## config.mk

```make
export PLATFORM = sky130hd
export DESIGN_NAME = sound_mixer
export DESIGN_NICKNAME = d
export VERILOG_FILES = /design/src/hdl/sound_mixer.sv
export SDC_FILE = /design/constraint.sdc
export NUM_CORES = 1
export LEC_CHECK = 0
export CORE_MARGIN = 1
export CORE_UTILIZATION = 30
export DETAILED_ROUTE_END_ITERATION = 8
export DONT_BUFFER_PORTS = 1
export GPL_TIMING_DRIVEN = 0
export PLACE_DENSITY = 0.49
export SLEW_MARGIN = 20
export SYNTH_ARGS = -nofsm -noshare
export SYNTH_HDL_FRONTEND = slang
export SYNTH_SLANG_ARGS = --single-unit
```

## constraint.sdc

```tcl
create_clock -name clk -period 3.2 [get_ports clk]
set_input_delay 0.8 -clock clk [delete_from_list [all_inputs] [get_ports clk]]
set_output_delay 0.8 -clock clk [all_outputs]
set_load 0.02 [all_outputs]
```

## src/hdl/sound_mixer.sv

```systemverilog
`timescale 1ns/10ps
/* Stereo mixer, FM at half level plus ADPCM scaled by four
   The 16-bit sum wraps on overflow, outputs one clock after the inputs */
module sound_mixer (
    input  logic                clk,
    input  logic                enable_fm,
    input  logic                enable_adpcm,
    input  logic signed [15:0]  fm_left,
    input  logic signed [15:0]  fm_right,
    input  logic signed [11:0]  adpcm_snd,
    input  logic                snd_valid,
    output logic signed [15:0]  left,
    output logic signed [15:0]  right,
    output logic                sample
);

    function automatic logic signed [15:0] mix(
        input logic               en_fm,
        input logic               en_adpcm,
        input logic signed [15:0] fm,
        input logic signed [11:0] pcm
    );
        logic signed [15:0] fm_part, pcm_part;
        fm_part  = en_fm ? fm >>> 1 : 16'sd0;
        pcm_part = en_adpcm ? {{2{pcm[11]}}, pcm, 2'b00} : 16'sd0;
        return fm_part + pcm_part;
    endfunction

    always_ff @(posedge clk) begin
        left   <= mix(enable_fm, enable_adpcm, fm_left, adpcm_snd);
        right  <= mix(enable_fm, enable_adpcm, fm_right, adpcm_snd);
        sample <= snd_valid;    // Aligned with the mixed data
    end

endmodule

```

# Word-level counts from Yosys, hierarchy flattened
# Index checks and enable logic that the tools add are counted.
# word_totals
ram_bits,0
out_inout_bits,33
elab_cells,8
latch_bits,0
input_bits,48
mem_bits_ro,0
ff_bits,33
n_memories,0
# classes
mux,3
div,0
n_eq_ne,0
mul,0
order_cmp,0
n_reduce_logical,0
n_addsub,2
n_bitwise,0
n_shift,0
# ops
cell,count
$mux 16,3
$add 16x16->16,2

# Depth between registers and ports, before layout
# depth
word_depth,2
ltp_mapped,12
ltp_nobuf,9

# Worst setup path after synthesis
# OpenSTA, ideal clock, no wires.
# synth_timing
kind,input to register
start,in enable_fm
end,reg left[10]
path_slack_ns,0.262
setup_ns,0.121
t_arrival_ns,2.818
required_time_ns,3.079
path_buffers,3
stages,12
path_cell_list,clkbuf_1 -> clkbuf_1 -> clkbuf_1 -> and2_1 -> ha_1 -> ha_1 -> a31oi_4 -> a31oi_1 -> or3_1 -> a31o_1 -> a211oi_1 -> nor3_1
# synth_between
elab_chain_len,2
# synth_rtl
element,line_no,text
"start, declared",6,"input logic enable_fm,"
$mux 16,24,fm_part = en_fm ? fm >>> 1 : 16'sd0;
$add 16x16->16,26,return fm_part + pcm_part;
"end signal, assigned",30,"left <= mix(enable_fm, enable_adpcm, fm_left, adpcm_snd);"
"end, declared",12,"output logic signed [15:0] left,"
# Every way passes these cells.

# Worst setup path in the final report
# layout_timing
start,in enable_adpcm
end,reg left[14]
# layout_between
elab_chain_len,2
# layout_rtl
element,line_no,text
"start, declared",7,"input logic enable_adpcm,"
$mux 16,25,"pcm_part = en_adpcm ? {{2{pcm[11]}}, pcm, 2'b00} : 16'sd0;"
$add 16x16->16,26,
# Every way passes these cells.

==> impl_metrics.env <==
export IMPL_synth_ff_type="dfxtp_1"
export IMPL_finalSetupViolations=0
export IMPL_cp_slowest_cell="clkbuf_1"
export IMPL_path_max_fanout=10
export IMPL_required_ns=3.41
export IMPL_path_class="input port to flip-flop"
export IMPL_grt_usage=0.1468
export IMPL_cts_clk_slew_worst_paths_ns=0.07
export IMPL_avgSynthCellArea_sq_um=8.394
export IMPL_setup_tns_ns=0
export IMPL_max_freq_ghz=0.3423
export IMPL_grt_pass1_wl_um=11050
export IMPL_synth_mux_area_frac=0.004153
export IMPL_status="finished, final reports clean"
export IMPL_hold_path_class="input port to flip-flop"
export IMPL_gp_congestion=0.8400
export IMPL_fin_crit_sh=0.9130
export IMPL_synth_compound_area_frac=0.2164
export IMPL_die_height_um=97.07
export IMPL_root_buffer="clkbuf_8"
export IMPL_async_reset_ff_frac=0
export IMPL_ys_ff_latch=33
export IMPL_place_inst=431
export IMPL_synth_edf_count=0
export IMPL_worstPathCellList="buf_4 -> clkbuf_1 -> and2_1 -> ha_1 -> ha_1 -> a31oi_4 -> a31oi_1 -> o22ai_1 -> a21oi_2 -> nor4b_1 -> nor3_1"
export IMPL_highest_signal_layer="met4"
export IMPL_vdd_drop_max_uv=192.8
export IMPL_core_region_area_sq_um=8721
export IMPL_endpoint_kind="flip-flop"
export IMPL_min_from="snd_valid"
export IMPL_grt_max_degree=20
export IMPL_placementRows=34
export IMPL_cts_tree="done"
export IMPL_antenna_found_initial=0
export IMPL_synthSimpleGateAreaFrac=0.2746
export IMPL_start_util=0.3109
export IMPL_synth_fa_ha_area_frac=0.1015
export IMPL_pin_count=81
export IMPL_wl_met1_um=3049
export IMPL_synth_xor_area_frac=0.1001
export IMPL_chipWidth_um=97.07
export IMPL_postRouteAntennaNets=0
export IMPL_drc=0
export IMPL_synthesis_nets=393
export IMPL_n_antenna_cell=0
export IMPL_cts_hold_buf=0
export IMPL_crit_top_cell="ha_1"
export IMPL_nets=399
export IMPL_grt_pass1_vias=2234
export IMPL_rsz0062_at_grt="no"
export IMPL_cts_sinks=33
export IMPL_area_delta_synth_final_pct=10.11
export IMPL_dieArea_sq_um=9422
export IMPL_min_to="sample"
export IMPL_arrival_ns=3.14
export IMPL_maxSlewViolCount=0
export IMPL_period_minus_slack_ns=2.922
export IMPL_final_core_util=0.3423
export IMPL_wirelength_um=6819
export IMPL_synth_top_family_by_area="simple AND/OR/NAND/NOR gates"
export IMPL_synth_cells=323
export IMPL_grt_overflow=0
export IMPL_hold_viol=0
export IMPL_met3WireLength_um=439
export IMPL_maxCapViolCount=0
export IMPL_htree_num_levels=2
export IMPL_viasPerCell=5.215
export IMPL_critPathLaunchType="input port"
export IMPL_vias=2284
export IMPL_dp_hpwl_um=5562
export IMPL_slowest_delay_ns=0.39
export IMPL_synth_area_sq_um=2711
export IMPL_ys_types=59
export IMPL_power_density_nw_per_um2=435.2
export IMPL_p_leak_uw=0.001270
export IMPL_instances_no_fill=438
export IMPL_wl_met2_um=3282
export IMPL_cts_buffer_depth=2
export IMPL_dr_first_iter_drc_count=110
export IMPL_first_pass_iters=4
export IMPL_synth_seq_area_share=0.2437
export IMPL_hold_slack_ns=0.5344
export IMPL_holdPathStages=0
export IMPL_drive_above_1_share=0.1152
export IMPL_relSlewSlack=0.6906
export IMPL_postCtsSetupBuffers=0
export IMPL_wl_per_cell_um=15.57
export IMPL_numCtsBuffers=5
export IMPL_tightest_slew_ns=0.4641
export IMPL_io_buffers=0
export IMPL_ys_warnings_count=0
synth_stat cells, types with 4 or more instances:
| master | number | area share |
|---|---|---|
| nor2_1 | 11 | 0.015 |
| a31oi_1 | 9 | 0.021 |
| a21o_1 | 4 | 0.011 |
| buf_6 | 4 | 0.017 |
| clkbuf_1 | 7 | 0.0097 |
| xor2_1 | 10 | 0.032 |
| a21oi_1 | 8 | 0.015 |
| inv_1 | 12 | 0.017 |
| nand2_1 | 30 | 0.042 |
| nor3_1 | 4 | 0.0074 |
| dfxtp_1 | 33 | 0.24 |
| and3_1 | 4 | 0.0092 |
| o21ai_1 | 5 | 0.0092 |
| nand4_1 | 4 | 0.0092 |
| o21a_1 | 4 | 0.011 |
| and2_1 | 35 | 0.081 |
| nor4bb_1 | 11 | 0.041 |
| xnor2_1 | 21 | 0.068 |
| nand3_1 | 10 | 0.018 |
| ha_1 | 22 | 0.10 |
| o21ai_0 | 20 | 0.037 |
repair_timing:
item	in CTS	in global routing
gates cloned	0	0
resized for setup	1	4
setup endpoints to repair	5	3
pin swaps	0	0
logic make-up after synthesis:
family | Yosys count
and+or+nand+nor | 126
xor gates and xnor gates | 31
AOI/OAI and AO/OA | 81
adders and majority gates | 22
buffers and inverters | 29
DFF | 33
muxes | 1
layer usage:
| layer | up-vias | track usage |
|---|---|---|
| met3 | 4 | 0.03741 |
| met4 | 0 | 0.05166 |
| met5 | - | 0 |
| met1 | 1050 | 0.1790 |
| met2 | 62 | 0.2492 |
| li1 | 1168 | - |
registers in the layout (all words and copies together) (netlist names):
signal  flops
sample      1
right      16
left       16
through the flow:
stage / setup WS (ns) / area [sq um] / total power [uW]
floorplan: 0.2616 / 2711 / 779.3
global placement: -0.7262 / 2846 / 834.8
detailed placement: -0.6998 / 2846 / 837.4
CTS: 0.04129 / 2982 / 1320
global route: 0.02959 / 2985 / 1371
finish: 0.2784 / 2985 / 1299
area by class of cell:
class                           count  area, sq um
Buffer                             16        117.6
Clock buffer                        5        68.82
Clock inverter                      3        68.82
Fill cell                         904         5736
Inverter                           12        45.04
Multi-Input combinational cell    261         1889
Sequential cell                    33        660.6
Tap cell                          108        135.1
cells in the final DEF, fill, tap and decap left out, types with 3 or more instances in the layout:
| master | count |
|---|---|
| dfxtp_1 | 33 |
| o21ai_0 | 20 |
| nor2_1 | 11 |
| xor2_1 | 10 |
| nand2_1 | 30 |
| ha_1 | 22 |
| buf_6 | 4 |
| clkbuf_8 | 5 |
| o21ai_1 | 5 |
| and3_1 | 4 |
| and2_1 | 35 |
| xnor2_1 | 21 |
| a21boi_1 | 3 |
| o21ai_2 | 3 |
| a31oi_1 | 9 |
| nor3_1 | 4 |
| nand3_1 | 10 |
| inv_1 | 12 |
| a21oi_1 | 8 |
| o21a_1 | 4 |
| a21o_1 | 4 |
| and4_1 | 3 |
| nor4bb_1 | 11 |
| clkbuf_1 | 4 |
| clkbuf_2 | 3 |
| nand4_1 | 4 |
worst max-delay path: cells and delay by family:
kind / cells / cell delay [ns]
AOI/OAI and AO/OA: 4 / 0.89
buffers and inverters: 2 / 0.53
and+or+nand+nor: 3 / 0.48
adders and majority gates: 2 / 0.42
worst max-delay path by stage:
stage | startpoint | endpoint | slack (ns)
CTS | enable_fm | left[14] | 0.04
floorplan | enable_fm | left[10] | 0.26
global route | enable_adpcm | left[14] | 0.03
global placement | enable_fm | left[14] | -0.73
finish | enable_adpcm | left[14] | 0.28
detailed placement | enable_fm | left[14] | -0.70
power by group:
| part | leakage, uW | internal, uW | switching [uW] |
|---|---|---|---|
| registers | 0.000277 | 468 | 92.0 |
| logic | 0.000924 | 120 | 144 |
| clock network | 0.0000687 | 313 | 162 |
| total | 0.00127 | 901 | 398 |
(Power assumes the default switching activity.)
