$ cat src/hdl/sound_pkg.sv
/* Constants shared by the sound board RTL and the testbench model
   ADPCM tables follow the usual OKI 4-bit format with 49 step sizes */
package sound_pkg;

    localparam int addr_w = 16;              // Sound CPU address bus
    localparam int data_w = 8;

    localparam logic [3:0] io_page = 4'hf;   // F000-FFFF
    localparam logic [2:0] io_fm     = 3'd0; // Register index from A[3:1]
    localparam logic [2:0] io_oki    = 3'd1;
    localparam logic [2:0] io_bank   = 3'd2;
    localparam logic [2:0] io_rate   = 3'd3;
    localparam logic [2:0] io_latch0 = 3'd4;
    localparam logic [2:0] io_latch1 = 3'd5;

    localparam int ram_aw   = 11;            // 2 KB work RAM
    localparam int adpcm_aw = 18;            // Sample ROM

    localparam logic [4:0] phrase_bytes = 5'd16;

    // ADPCM clock enables per output sample
    localparam logic [7:0] rate_div_slow = 8'd165;
    localparam logic [7:0] rate_div_fast = 8'd132;

    localparam logic [5:0] cen_num = 6'd1;
    localparam logic [5:0] cen_den = 6'd48;

    localparam logic [11:0] adpcm_step_table [0:48] = '{
        12'd16,   12'd17,   12'd19,   12'd21,   12'd23,   12'd25,   12'd28,
        12'd31,   12'd34,   12'd37,   12'd41,   12'd45,   12'd50,   12'd55,
        12'd60,   12'd66,   12'd73,   12'd80,   12'd88,   12'd97,   12'd107,
        12'd118,  12'd130,  12'd143,  12'd157,  12'd173,  12'd190,  12'd209,
        12'd230,  12'd253,  12'd279,  12'd307,  12'd337,  12'd371,  12'd408,
        12'd449,  12'd494,  12'd544,  12'd598,  12'd658,  12'd724,  12'd796,
        12'd876,  12'd963,  12'd1060, 12'd1166, 12'd1282, 12'd1411, 12'd1552
    };

    // Indexed by the magnitude bits of the nibble
    localparam logic signed [4:0] adpcm_index_adjust [0:7] = '{
        -5'sd1, -5'sd1, -5'sd1, -5'sd1, 5'sd2, 5'sd4, 5'sd6, 5'sd8
    };

endpackage

$ cat src/hdl/frac_cen.sv
`timescale 1ns/10ps
/* Fractional clock enable, cen_num pulses every cen_den clocks
   cen is registered and lasts one clock */
module frac_cen (
    input  logic clk,
    input  logic rst,
    output logic cen
);

    logic [$bits(sound_pkg::cen_den)-1:0] acc;
    logic [$bits(sound_pkg::cen_den):0]   acc_nxt;   // One spare bit for the carry

    assign acc_nxt = acc + sound_pkg::cen_num;

    always_ff @(posedge clk, posedge rst) begin
        if (rst) begin
            acc <= '0;
            cen <= 1'b0;
        end else if (acc_nxt >= sound_pkg::cen_den) begin
            acc <= acc_nxt[$bits(acc)-1:0] - sound_pkg::cen_den;       // Wrap
            cen <= 1'b1;
        end else begin
            acc <= acc_nxt[$bits(acc)-1:0];
            cen <= 1'b0;
        end
    end

endmodule

$ cat config.mk
export PLATFORM = sky130hd
export DESIGN_NAME = frac_cen
export DESIGN_NICKNAME = d
export VERILOG_FILES = /design/src/hdl/sound_pkg.sv /design/src/hdl/frac_cen.sv
export SDC_FILE = /design/constraint.sdc
export NUM_CORES = 1
export LEC_CHECK = 0
export BUFFER_PORTS_ARGS = -buffer_cell sky130_fd_sc_hd__clkbuf_2
export CAP_MARGIN = 0
export CORE_AREA = 2 2 39 41
export CTS_CLUSTER_DIAMETER = 100
export DETAILED_ROUTE_END_ITERATION = 10
export DIE_AREA = 0 0 41 43
export PLACE_DENSITY = 0.41
export SYNTH_ARGS = -nofsm -noshare
export SYNTH_HDL_FRONTEND = slang
export SYNTH_SLANG_ARGS = --single-unit
export TNS_END_PERCENT = 50
$ cat constraint.sdc
create_clock -name clk -period 3.8 [get_ports clk]
set_input_delay 0.38 -clock clk [delete_from_list [all_inputs] [get_ports clk]]
set_output_delay 0.38 -clock clk [all_outputs]
set_load 0.01 [all_outputs]
== Word level (Yosys, flattened, before mapping) ==
Index checks and enable logic that the tools add are counted.

* $add $sub $neg: 2
* Order comparisons: 1
* Mux-type cells: 2

{| class="wikitable"
|+ Operators with widths
! operator !! number
|-
| adder 6 x 1 -> 7 bit, second input constant || 1
|-
| greater-or-equal comparator 7 x 6 -> 1 bit, second input constant || 1
|-
| two-way mux 6 bit || 1
|-
| subtractor 6 bit, second input constant || 1
|-
| two-way mux 1 bit || 1
|}

* Register bits after elaboration: 7
* Bits of input ports: 2
* Output and inout bits: 1
* Word-level logic and storage cells: 7

== Longest topological paths before layout ==
* Depth in word-level cells: 3
* Mapped depth: 8

== Worst setup path before layout ==
No wires, ideal clock.

* Kind: reg-to-reg
* Start point: reg acc[2] in the netlist's numbering
* End point: reg acc[4] in the netlist's numbering
* Library setup time: 0.136 ns
* Arrival: 1.698 ns
* Required time: 3.664 ns
* Path slack: 1.967 ns
* Cell stages (with the launch flop): 9
* Buffers on the path: 0
* Path through: dfrtp_1 > nand3_2 > or3_1 > and2_4 > inv_1 > ha_1 > nand2_1 > o31a_2 > mux2i_1

* Word-level cells in the longest chain between the ends: 3
* Elaborated cells on any way between the ends: 4
* Classes of those cells: 2 x add/sub; 1 x order compare; 1 x mux

{| class="wikitable"
|+ RTL lines
! element !! RTL line !! text
|-
| start, declared || frac_cen.sv:10 || <nowiki>logic [$bits(sound_pkg::cen_den)-1:0] acc;</nowiki>
|-
| start signal, assigned || frac_cen.sv:20 || <nowiki>acc <= acc_nxt[$bits(acc)-1:0] - sound_pkg::cen_den;</nowiki>
|-
| start signal, assigned || frac_cen.sv:23 || <nowiki>acc <= acc_nxt[$bits(acc)-1:0];</nowiki>
|-
| adder 6 x 1 -> 7 bit * || frac_cen.sv:13 || <nowiki>assign acc_nxt = acc + sound_pkg::cen_num;</nowiki>
|-
| subtractor 6 bit / greater-or-equal comparator 7 x 6 -> 1 bit (equally long branches) || frac_cen.sv:20, frac_cen.sv:19 ||
|-
| two-way mux 6 bit * || frac_cen.sv:19 || <nowiki>end else if (acc_nxt >= sound_pkg::cen_den) begin</nowiki>
|}

Every way passes the cells marked *; elsewhere a longest branch is shown, timed or not.

== Worst setup path in the final report ==
Same ends and word-level chain as after synthesis.

==> flow_metrics.env <==
export IMPL_status="complete, no violations"
export IMPL_layoutNonFillerInstCount=56
export IMPL_postCtsSetupBuffers=0
export IMPL_drive_above_1_share_pct=27.5
export IMPL_vias=263
export IMPL_cts_hold_repair_buffers=0
export IMPL_antenna_found_initial=0
export IMPL_viasPerCell=4.70
export IMPL_nets=46
export IMPL_max_slew_margin_rel_pct=77.2
export IMPL_p_leak_nw=0.223
export IMPL_dpl_hpwl_um=455
export IMPL_slowest_stage="dfrtp_1"
export IMPL_grt_overflow_total=0
export IMPL_required_ns=3.93
export IMPL_dieArea_um2=1760
export IMPL_intPower_mw=0.115
export IMPL_wl_per_cell_um=11.0
export IMPL_diodes=0
export IMPL_ys_seq_area_share_pct=45.9
export IMPL_synth_cell_types=19
export IMPL_finalSetupTns_ns=0
export IMPL_die_w_um=41
export IMPL_p_comb_share_pct=1.3
export IMPL_syn_inst=34
export IMPL_grt_pass1_wl_um=1110
export IMPL_start_kind="flip-flop"
export IMPL_finalClockSkew_ns=0.00117
export IMPL_chipHeight_um=43
export IMPL_drtIter0Drc=9
export IMPL_gp_congestion=0.759
export IMPL_cts_resized=0
export IMPL_reg2reg_depth=8
export IMPL_fp_coreArea_um2=1380
export IMPL_grt_max_degree=8
export IMPL_cts_tree="yes"
export IMPL_dp_cells=52
export IMPL_ant_nets=0
export IMPL_syn_area_per_cell_um2=11.2
export IMPL_power_density_nw_per_um2=336
export IMPL_worst_pin_slew_ns=0.339
export IMPL_maxCapViolCount=0
export IMPL_crit_arrival_ns=2.14
export IMPL_finalInstanceArea_um2=438
export IMPL_crit_type="flip-flop to flip-flop"
export IMPL_timing_final_crit_share_pct=52.9
export IMPL_io_buffers=2
export IMPL_drc=0
export IMPL_fmax_mhz=498
export IMPL_synth_ff_latch_count=7
export IMPL_firstDrtPassIters=2
export IMPL_swShare_pct=21.7
export IMPL_cts_sinks=7
export IMPL_final_setup_viol_count=0
export IMPL_clockBufferDepth=2
export IMPL_rsz0062_at_grt="false"
export IMPL_synth_nets=39
export IMPL_seqPwrFrac_pct=50.6
export IMPL_cts_buffers=3
export IMPL_worst_path_buf_inv=1
export IMPL_vdd_drop_max_uv=108
export IMPL_hp_class="input port to asynchronous set/reset pin"
export IMPL_path_delay_family="simple AND/OR/NAND/NOR gates"
export IMPL_h_tree_depth=1
export IMPL_slowest_delay_ns=0.45
export IMPL_p_sw_mw=0.0320
export IMPL_crit_cells=8
export IMPL_ios=3
export IMPL_wl_um=617
export IMPL_clk_pin_slew_worst_paths_ns=0.05
export IMPL_grt_pass1_vias=274
export IMPL_grt_usage_pct=9.63
export IMPL_crit_chain="nand3_2, or3_1, and2_4, inv_1, ha_1, nand2_1, o31a_2, mux2i_1"
export IMPL_initial_core_util_pct=27.6
export IMPL_finalPower_mw=0.147
export IMPL_area_growth_pct=14.8
export IMPL_core_rowCount=14
export IMPL_worstSkewPairLatency_ns=0.26
export IMPL_endpoint_kind="flip-flop"
export IMPL_hold_viol=0
export IMPL_syn_cell_area_um2=382
export IMPL_cp_max_fo=5
export IMPL_root_buffer="clkbuf_4"
export IMPL_ys_warn_count=0
export IMPL_layout_min_cycle_time_ns=2.01
export IMPL_p_clk_share_pct=48.0
export IMPL_maxSlewViolCount=0
export IMPL_place_area_um2=412
[power by group through the flow]
stage | combinational, mW | sequential [mW] | clock [mW]
3_3_place_gp | 0.00204 | 0.0759 | 0
5_1_grt | 0.00243 | 0.0745 | 0.0738
2_1_floorplan | 0.00117 | 0.0759 | 0
4_1_cts | 0.00216 | 0.0746 | 0.0717
6_report | 0.00197 | 0.0746 | 0.0707
3_5_place_dp | 0.00216 | 0.0759 | 0
[placed cells by master, fill, tap and decap left out, drive strengths merged]
cell / synthesis / routed
dfrtp: 7 / 7
and2: 1 / 1
o32a: 1 / 1
xnor2: 2 / 2
ha: 3 / 3
a2bb2oi: 1 / 1
a31oi: 1 / 1
or3: 1 / 1
mux2i: 1 / 1
nand2: 2 / 2
clkbuf: 0 / 6
o21ai: 2 / 2
and3: 1 / 1
nor3b: 1 / 1
nand3: 4 / 4
o31a: 1 / 1
inv: 4 / 4
xor2: 1 / 1
[path summary, 6_finish.rpt]
kind	from	endpoint	slack [ns]
max	acc[2]	acc[4]	1.79
min	rst	acc[4]	0.02
max reg2reg	acc[2]	acc[4]	1.79
min reg2reg	acc[0]	acc[0]	0.50
max in group asynchronous	rst	acc[2]	3.56
min in group clk	acc[0]	acc[0]	0.50
[worst reg2reg max path: cells and delay by family, from the launching register on]
| kind | cells | cell delay (ns) |
|---|---|---|
| and+or+nand+nor | 4 | 0.77 |
| DFF | 1 | 0.45 |
| AOI/OAI and AO/OA | 1 | 0.33 |
| adders and majority gates | 1 | 0.14 |
| muxes | 1 | 0.13 |
| buffers and inverters | 1 | 0.06 |
[per-stage QoR]
step                      worst slack [ns]  utilization [%]  hold slack [ns]
after CTS                             1.79             31.6           0.0365
after floorplan                       1.97                -            0.183
after detailed placement              1.81             29.7            0.312
after global placement                1.82             29.7            0.303
after global routing                  1.64             31.6           0.0614
final                                 1.79             31.6           0.0234
[synth_stat cells]
library cell	number	area, um2
a2bb2oi_2	1	15.0
a31oi_1	1	6.26
and2_4	1	8.76
and3_1	1	6.26
dfrtp_1	7	175
ha_1	3	37.5
inv_1	4	15.0
mux2i_1	1	10.0
nand2_1	2	7.51
nand3_1	3	15.0
nand3_2	1	10.0
nor3b_1	1	7.51
o21ai_0	1	5.00
o21ai_2	1	8.76
o31a_2	1	10.0
o32a_2	1	11.3
or3_1	1	6.26
xnor2_1	2	17.5
xor2_1	1	8.76
[cell type report]
class | instances | area (um2)
flip-flops and latches | 7 | 175
multi-input cells | 23 | 191
repair buffers | 2 | 10.0
well taps | 16 | 20.0
inverters | 4 | 15.0
clock buffers | 4 | 26.3
fillers | 147 | 946
[sequential cells by signal (all words and copies together), names as in the netlist]
register	cells
acc	6
cen	1
[routing by layer]
layer	vias up	track usage, %	part of all wire (%)
met5	-	0	0
met4	0	10.0	4.4
met3	3	1.57	2.8
met2	4	12.5	45
met1	124	12.3	48
li1	132	-	-
[kinds of logic (layout without fill, tap and decap cells)]
group	Yosys count	in the layout	synth area share (%)
simple gates	10	10	16.1
flops	7	7	45.9
compound gates	6	6	14.8
buf+inv	4	10	3.93
fa+ha+maj	3	3	9.84
xor+xnor	3	3	6.89
mux	1	1	2.62
(Power assumes the default switching activity.)
