File: config.mk
export PLATFORM = sky130hd
export DESIGN_NAME = adpcm_decode
export DESIGN_NICKNAME = d
export VERILOG_FILES = /design/src/hdl/sound_pkg.sv /design/src/hdl/adpcm_decode.sv
export SDC_FILE = /design/constraint.sdc
export NUM_CORES = 1
export LEC_CHECK = 0
export BUFFER_PORTS_ARGS = -buffer_cell sky130_fd_sc_hd__buf_2
export CAP_MARGIN = 10
export CORE_MARGIN = 1.5
export CORE_UTILIZATION = 48
export DETAILED_ROUTE_END_ITERATION = 10
export GPL_TIMING_DRIVEN = 0
export PLACE_DENSITY = 0.73
export SLEW_MARGIN = 20
export SYNTH_ARGS = -nofsm -noshare
export SYNTH_HDL_FRONTEND = slang
export SYNTH_SLANG_ARGS = --single-unit
File: constraint.sdc
create_clock -name clk -period 11.1 [get_ports clk]
set_clock_uncertainty 0.05 [all_clocks]
set_input_delay 1.665 -clock clk [delete_from_list [all_inputs] [get_ports clk]]
set_output_delay 1.665 -clock clk [all_outputs]
set_load 0.05 [all_outputs]
File: src/hdl/sound_pkg.sv
/* Constants shared by the sound board RTL and the testbench model
   ADPCM tables follow the usual OKI 4-bit format with 49 step sizes */
package sound_pkg;

    localparam int addr_w = 16;              // Sound CPU address bus
    localparam int data_w = 8;

    localparam logic [3:0] io_page = 4'hf;   // F000-FFFF
    localparam logic [2:0] io_fm     = 3'd0; // Register index from A[3:1]
    localparam logic [2:0] io_oki    = 3'd1;
    localparam logic [2:0] io_bank   = 3'd2;
    localparam logic [2:0] io_rate   = 3'd3;
    localparam logic [2:0] io_latch0 = 3'd4;
    localparam logic [2:0] io_latch1 = 3'd5;

    localparam int ram_aw   = 11;            // 2 KB work RAM
    localparam int adpcm_aw = 18;            // Sample ROM

    localparam logic [4:0] phrase_bytes = 5'd16;

    // ADPCM clock enables per output sample
    localparam logic [7:0] rate_div_slow = 8'd165;
    localparam logic [7:0] rate_div_fast = 8'd132;

    localparam logic [5:0] cen_num = 6'd1;
    localparam logic [5:0] cen_den = 6'd48;

    localparam logic [11:0] adpcm_step_table [0:48] = '{
        12'd16,   12'd17,   12'd19,   12'd21,   12'd23,   12'd25,   12'd28,
        12'd31,   12'd34,   12'd37,   12'd41,   12'd45,   12'd50,   12'd55,
        12'd60,   12'd66,   12'd73,   12'd80,   12'd88,   12'd97,   12'd107,
        12'd118,  12'd130,  12'd143,  12'd157,  12'd173,  12'd190,  12'd209,
        12'd230,  12'd253,  12'd279,  12'd307,  12'd337,  12'd371,  12'd408,
        12'd449,  12'd494,  12'd544,  12'd598,  12'd658,  12'd724,  12'd796,
        12'd876,  12'd963,  12'd1060, 12'd1166, 12'd1282, 12'd1411, 12'd1552
    };

    // Indexed by the magnitude bits of the nibble
    localparam logic signed [4:0] adpcm_index_adjust [0:7] = '{
        -5'sd1, -5'sd1, -5'sd1, -5'sd1, 5'sd2, 5'sd4, 5'sd6, 5'sd8
    };

endpackage

File: src/hdl/adpcm_decode.sv
`timescale 1ns/10ps
/* OKI ADPCM decoder, 12-bit signed output clamped to -2048..2047
   Output and strobe follow nib_valid by one clock */
module adpcm_decode (
    input  logic                clk,
    input  logic                rst,
    input  logic                nib_valid,
    input  logic [3:0]          nibble,
    input  logic                phrase_start,
    output logic signed [11:0]  adpcm_snd,
    output logic                snd_valid
);

    localparam int last_index = $size(sound_pkg::adpcm_step_table) - 1;

    logic [5:0]         index, idx_nxt;
    logic [11:0]        step;
    logic signed [13:0] diff, sum;
    logic signed [6:0]  idx_sum;
    logic signed [11:0] snd_nxt;

    always_comb begin
        step = sound_pkg::adpcm_step_table[index];
        diff = 14'(step >> 3);
        if (nibble[0]) diff = diff + 14'(step >> 2);
        if (nibble[1]) diff = diff + 14'(step >> 1);
        if (nibble[2]) diff = diff + 14'(step);
        sum = nibble[3] ? adpcm_snd - diff : adpcm_snd + diff;  // Bit 3 is the sign

        if (sum > 14'sd2047)       snd_nxt = 12'sh7ff;
        else if (sum < -14'sd2048) snd_nxt = 12'sh800;
        else                       snd_nxt = sum[11:0];

        idx_sum = $signed({1'b0, index}) + sound_pkg::adpcm_index_adjust[nibble[2:0]];
        if (idx_sum < 0)                idx_nxt = '0;
        else if (idx_sum > last_index)  idx_nxt = 6'(last_index);
        else                            idx_nxt = idx_sum[5:0];
    end

    always_ff @(posedge clk, posedge rst) begin
        if (rst) begin
            adpcm_snd <= '0;
            index     <= '0;
            snd_valid <= 1'b0;
        end else begin
            snd_valid <= nib_valid;
            if (phrase_start) begin
                adpcm_snd <= '0;
                index     <= '0;
            end else if (nib_valid) begin
                adpcm_snd <= snd_nxt;
                index     <= idx_nxt;
            end
        end
    end

endmodule

# Word level (Yosys, flattened, before mapping)
# Memory sizes are Yosys's and may differ from the RTL's.
# Cells that the tools add are included.
[word_totals]
wordCells = 36
rom_bits = 808
out_inout_bits = 13
memories = 2
reg_bits = 19
input_bits = 8
[op_classes]
addsub = 6
n_lt_le_gt_ge = 6
muxes = 16
reduce_logical = 1
n_bitwise = 2
[memory_table]
columns = ["name", "depth", "width", "read_ports", "rd_clocked_by_memory_dff", "wr", "line", "rtl"]
rows = [
  ["(no name shown)", 64, 12, 1, 0, 0, "adpcm_decode.sv:23", "step = sound_pkg::adpcm_step_table[index];"],
  ["(no name shown)", 8, 5, 1, 0, 0, "adpcm_decode.sv:34", "idx_sum = $signed({1'b0, index}) + sound_pkg::adpcm_index_adjust[nibble[2:0]];"],
]
[ops]
columns = ["operator", "n"]
rows = [
  ["$mux W12", 6],
  ["$mux W14", 4],
  ["$mux W6", 4],
  ["$add A12 B14 Y14", 1],
  ["$add A14 B11 Y14", 1],
  ["$add A14 B12 Y14", 1],
  ["$gt A14 B12 Y1 const B", 1],
  ["$lt A14 B12 Y1 const B", 1],
  ["$sub A12 B14 Y14", 1],
  ["$add A9 B10 Y11", 1],
  ["$mux W5", 2],
  ["$add A7 B5 Y7", 1],
  ["$ge A7 B7 Y1 const B", 1],
  ["$gt A7 B7 Y1 const B", 1],
  ["$lt A7 B1 Y1 const B", 1],
  ["$not A6 Y7", 1],
  ["$ge A4 B4 Y1 const B", 1],
  ["$not A3 Y4", 1],
  ["$reduce_bool A2 Y1", 1],
]

# Longest topological paths before layout
[logic_depth]
depth_word = 17
mapped_depth = 40
depth_no_buf = 37

# Worst setup path after synthesis
# Ideal clock, no wire load.
[synth_path]
kind = "register to register"
start = "register index[0]"
end = "register adpcm_snd[2]"
setup_slack_ns = 2.815
setup_time_ns = 0.067
arrival_time_ns = 8.167
period_less_slack_ns = 8.285
required_ns = 10.983
n_path_buf = 2
path_stages_with_launch = 36
cell_sequence = "dfrtp_1 > clkbuf_1 > inv_1 > ha_1 > mux4_1 > nand2_1 > a21o_1 > nand2_1 > ha_1 > fa_1 > a211oi_1 > nor2_1 > o31ai_1 > ha_1 > a21oi_1 > o31ai_1 > o311ai_2 > mux2i_1 > or2_2 > ha_1 > a2111oi_0 > o21ai_0 > nand3_1 > nand4_1 > a21boi_0 > xor2_1 > ha_1 > and3_1 > a211oi_1 > o21bai_1 > a21o_1 > a31oi_1 > xnor3_2 > a21oi_2 > buf_6 > a221o_1"
[synth_between]
elab_chain_len = 17
elab_cells_between_ends = 19
cone_classes = "add/sub (5); order compare (2); mux (10); bitwise (1); memory (1)"
[synth_lines]
columns = ["element", "line", "rtl"]
rows = [
  ["start: declaration", "adpcm_decode.sv:16", "logic [5:0] index, idx_nxt;"],
  ["start signal: assignment", "adpcm_decode.sv:52", "index <= idx_nxt;"],
  ["$not A6 Y7 (not written as such) (*)", "adpcm_decode.sv:23", ""],
  ["$mem_v2 Z64 W12 (*)", "n/a", ""],
  ["$mux W12 (not written as such) (*) (2 in series)", "adpcm_decode.sv:23", ""],
  ["$add A9 B10 Y11", "adpcm_decode.sv:25", "if (nibble[0]) diff = diff + 14'(step >> 2);"],
  ["$mux W14", "adpcm_decode.sv:25", ""],
  ["$add A14 B11 Y14", "adpcm_decode.sv:26", "if (nibble[1]) diff = diff + 14'(step >> 1);"],
  ["$mux W14", "adpcm_decode.sv:26", ""],
  ["$add A14 B12 Y14", "adpcm_decode.sv:27", "if (nibble[2]) diff = diff + 14'(step);"],
  ["$mux W14 (*)", "adpcm_decode.sv:27", ""],
  ["$add A12 B14 Y14 / $sub A12 B14 Y14 (equally long branches)", "adpcm_decode.sv:28", "sum = nibble[3] ? adpcm_snd - diff : adpcm_snd + diff;"],
  ["$mux W14 (*)", "adpcm_decode.sv:28", ""],
  ["$lt A14 B12 Y1", "adpcm_decode.sv:31", "else if (sum < -14'sd2048) snd_nxt = 12'sh800;"],
  ["$mux W12", "adpcm_decode.sv:31", ""],
  ["$mux W12 (*)", "adpcm_decode.sv:30", "if (sum > 14'sd2047) snd_nxt = 12'sh7ff;"],
  ["$mux W12 (*)", "adpcm_decode.sv:50", "end else if (nib_valid) begin"],
  ["$mux W12 (*)", "adpcm_decode.sv:47", "if (phrase_start) begin"],
  ["end signal: assignment", "adpcm_decode.sv:51", "adpcm_snd <= snd_nxt;"],
  ["end: declaration", "adpcm_decode.sv:10", "output logic signed [11:0] adpcm_snd,"],
]
# Mark *: on every way between the ends. The rest lies on a longest branch, timed or not. The select of a mux whose other input is x is not followed.
# A chain may end at the register's enable or synchronous reset.

# Final worst setup path
[layout_path]
start = "register index[0]"
end = "register adpcm_snd[6]"
# Same word-level chain as after synthesis.

==> results.py <==
metrics = {
    "synth": {
        "synth_compound_area_frac": 0.325,
        "post_synth_and_or_nand_nor_area_fraction": 0.181,
        "synthDominantCellAreaShare": 0.159,
        "synth-async-reset-ratio": 1.00,
        "synth_cell_types": 93,
        "synthCells": 560,
        "synth_top_family_by_area": "compound AO/OA/AOI/OAI gates",
        "synth.largest_area_cell": "sky130_fd_sc_hd__ha_1",
        "number_of_enable_type_register_cells_in_the_synthesized_netlist": 0,
        "synthMuxAreaShare": 0.0566,
        "synthesis.area_sq_mm": 0.00464,
        "synth-adder-area-share": 0.181,
        "post_synthesis_xor_xnor_area_fraction": 0.0881,
        "yosys-top-cells-area": "sky130_fd_sc_hd__ha_1 (16%), sky130_fd_sc_hd__dfrtp_1 (10%), sky130_fd_sc_hd__xor2_1 (4.5%)",
        "syn_nets": 632,
        "yosys_warnings": 0,
        "ys_seq_elements": 19,
        "ys_dominant_reg_cell": "sky130_fd_sc_hd__dfrtp_1",
        "ys_seq_area_frac": 0.102,
        "synthesis.area_per_instance_sq_um": 8.29,
    },
    "worst_setup_path": {
        "cp_slowest_stage_delay_ns": 0.54,
        "r2r_worst_path_depth": 34,
        "setup.worst_path.class": "reg2reg",
        "rrSetupSlack_ns": 1.26,
        "worst_setup_path_endpoint": "adpcm_snd[6]$_DFFE_PP0P_",
        "timing.critical_path.from_type": "flip-flop",
        "crit_top_cell": "sky130_fd_sc_hd__ha_1",
        "worst_ep_arrival_time_ns": 9.99,
        "path_max_fanout": 9,
        "r2r-end": "adpcm_snd[6]$_DFFE_PP0P_",
        "worstReg2RegStart": "index[0]$_DFFE_PP0P_",
        "required_ns": 11.25,
        "setup.worst_path.end_class": "flip-flop",
        "critical_path_slowest_stage_cell": "sky130_fd_sc_hd__mux4_1",
        "startpoint": "index[0]$_DFFE_PP0P_",
    },
    "global_routing": {
        "first_global_vias": 4311,
        "antenna_found_initial": 0,
        "largest_net_degree_at_the_start_of_global_routing": 20,
        "grt_use_total": 0.250,
        "overflow": 0,
        "grt_pass1_wl_um": 20900,
    },
    "run": {
        "max_cap_violations": 0,
    },
    "floorplan": {
        "design.core.area_sq_mm": 0.00933,
        "width_of_the_die_um": 101,
        "boundaryPins": 21,
        "initial_utilization": 0.498,
        "floorplan.rows": 35,
        "floorplan.die_area_sq_mm": 0.0103,
        "die_h_um": 101,
    },
    "power_and_ir_drop": {
        "switchingPower_mw": 0.600,
        "power.density_cell_area_mw_per_mm2": 226,
        "sw_frac_of_total": 0.538,
        "power.share.clock": 0.044,
        "intPower_mw": 0.516,
        "sequential_fraction_of_design_power": 0.099,
        "comb_power_share": 0.856,
        "standby_leakage_power_nw": 2.27,
        "vdd_ir_drop_max_uv": 101,
    },
    "sta": {
        "finish_stage_setup_viols": 0,
        "worst-slew-pin-transition_ns": 0.830,
        "max_freq_ghz": 0.102,
        "max_slew_headroom": 0.445,
        "fin_crit_sh": 0.886,
        "period_needed_ns": 9.84,
        "rsz0062_at_grt": "false",
        "timing_hold_violations_final": 0,
        "fin_setup_tns_ns": 0,
        "hold_ws_ns": 0.504,
        "timing_max_transition_violations_final": 0,
    },
    "clock_network": {
        "ctsResizeCount": 0,
        "depth_of_the_cts_h_tree": 1,
        "cts.sinks": 19,
        "clk_pin_slew_worst_paths_ns": 0.07,
        "clock_tree_from_tritoncts": "yes",
        "numCtsBuffers": 3,
        "post_cts_buffers": 0,
        "clk_root_buffer_cell": "sky130_fd_sc_hd__clkbuf_8",
        "ctsHoldBuffers": 0,
        "cts_max_path_buffers": 2,
        "worstSkewPairLatency_ns": 0.26,
    },
    "layout": {
        "most_common_library_cell_in_the_layout_ignoring_fill_and_taps": "sky130_fd_sc_hd__ha_1",
        "fin_util": 0.530,
        "fill_cells": 900,
        "antenna-diode-count": 0,
        "layout-area-overhead-vs-synth_pct": 6.49,
        "drive_above_1_share": 0.142,
        "finish.net_count": 656,
        "final_area_sq_mm": 0.00494,
        "final_cell_mix": "sky130_fd_sc_hd__ha_1 (59), sky130_fd_sc_hd__nand2_1 (47), sky130_fd_sc_hd__a21oi_1 (40)",
    },
    "route": {
        "via_density_per_instance": 6.31,
        "dr.pass1.iters": 5,
        "avgRoutedWirePerCell_um": 17.5,
        "detailed_route_via_count": 4494,
        "drt_wl_total_um": 12400,
        "drt_iter0_drc": 316,
        "drcViolationCount": 0,
        "route.antenna.remaining_nets": 0,
    },
    "min_path": {
        "hold_path_class": "reg2reg",
    },
    "place": {
        "portBuffers": 19,
        "dp_hpwl_um": 9900,
        "routabilityCongestion": 0.893,
        "dpl_cell_area_sq_mm": 0.00490,
    },
    "run_status": {
        "status": "finished, final reports clean",
    },
}
[sequential cells by signal, summed over array words and instances, names as in the netlist]
name and cells:
adpcm_snd 12, index 6, snd_valid 1
[layout make-up]
cell class              count  area [sq um]  share of cell area
multi-input cells         490          3860               0.780
flip-flops and latches     19           475              0.0962
plain buffers              24           208              0.0420
well taps                 129           161              0.0326
inverters                  27           101              0.0205
repair buffers             19          95.1              0.0192
clock buffers               4          45.0             0.00911
[cell usage after synthesis (all sizes together), types with 4 or more instances]
cell,instances
ha,59
nand2,47
a21oi,41
nor2,38
o21ai,27
inv,26
xor2,24
xnor2,20
dfrtp,19
a21o,18
buf,14
a31oi,13
mux2i,12
nand2b,11
a221o,10
nand3,10
nor3,10
o211ai,10
clkbuf,9
o31ai,9
a211oi,8
a22o,8
o21bai,8
or2,8
or3,7
mux2,6
o22ai,6
a2111oi,5
and3,5
fa,5
and2,4
nor3b,4
[metrics by stage]
step           setup slack (ns)  total power, mW  std cells
3_3_place_gp               1.62             1.02        708
3_5_place_dp               1.50             1.05        708
5_1_grt                   0.663             1.23        712
2_1_floorplan              2.82            0.872        560
6_report                   1.26             1.12        712
4_1_cts                    1.40             1.11        712
[worst max-delay path, delay by kind of cell, from the launching register on]
family	cells	cell delay (ns)
AO/OA/AOI/OAI	14	3.53
adder cells (fa/ha/maj)	6	2.22
AND/OR/NAND/NOR	8	1.57
multiplexers	2	0.72
XOR/XNOR	2	0.70
buffers and inverters	2	0.54
flip-flops	1	0.46
[worst min path at each step]
stage | startpoint | to | slack, ns | cells past startpoint
after floorplan | index[0]$_DFFE_PP0P_ | index[0]$_DFFE_PP0P_ | 0.63 | 2
after global placement | adpcm_snd[0]$_DFFE_PP0P_ | adpcm_snd[0]$_DFFE_PP0P_ | 0.48 | 1
after detailed placement | adpcm_snd[0]$_DFFE_PP0P_ | adpcm_snd[0]$_DFFE_PP0P_ | 0.48 | 1
after CTS | adpcm_snd[0]$_DFFE_PP0P_ | adpcm_snd[0]$_DFFE_PP0P_ | 0.50 | 1
after global routing | adpcm_snd[5]$_DFFE_PP0P_ | adpcm_snd[5]$_DFFE_PP0P_ | 0.55 | 1
final | adpcm_snd[0]$_DFFE_PP0P_ | adpcm_snd[0]$_DFFE_PP0P_ | 0.50 | 1
[layer usage]
metal | up-vias | GRT usage | share of wire
li1 | 2169 | - | -
met1 | 2180 | 0.345 | 0.46
met2 | 128 | 0.430 | 0.47
met3 | 17 | 0.0235 | 0.049
met4 | 0 | 0.0438 | 0.013
met5 | - | 0 | 0
[power groups by stage]
stage	Sequential (mW)	Combinational, mW	Clock (mW)
after floorplan	0.160	0.711	0
after global placement	0.111	0.909	0
after detailed placement	0.112	0.936	0
after CTS	0.111	0.945	0.0500
after global routing	0.113	1.06	0.0530
final	0.111	0.956	0.0493
[logic make-up (layout without fill, tap and decap cells)]
kind of cell	Yosys count	after routing
AO/OA/AOI/OAI	197	197
AND/OR/NAND/NOR	163	163
adder cells (fa/ha/maj)	64	64
buffers and inverters	51	74
XOR/XNOR	45	45
multiplexers	21	21
flip-flops	19	19
Note: power is estimated with default switching activity, not from simulation.
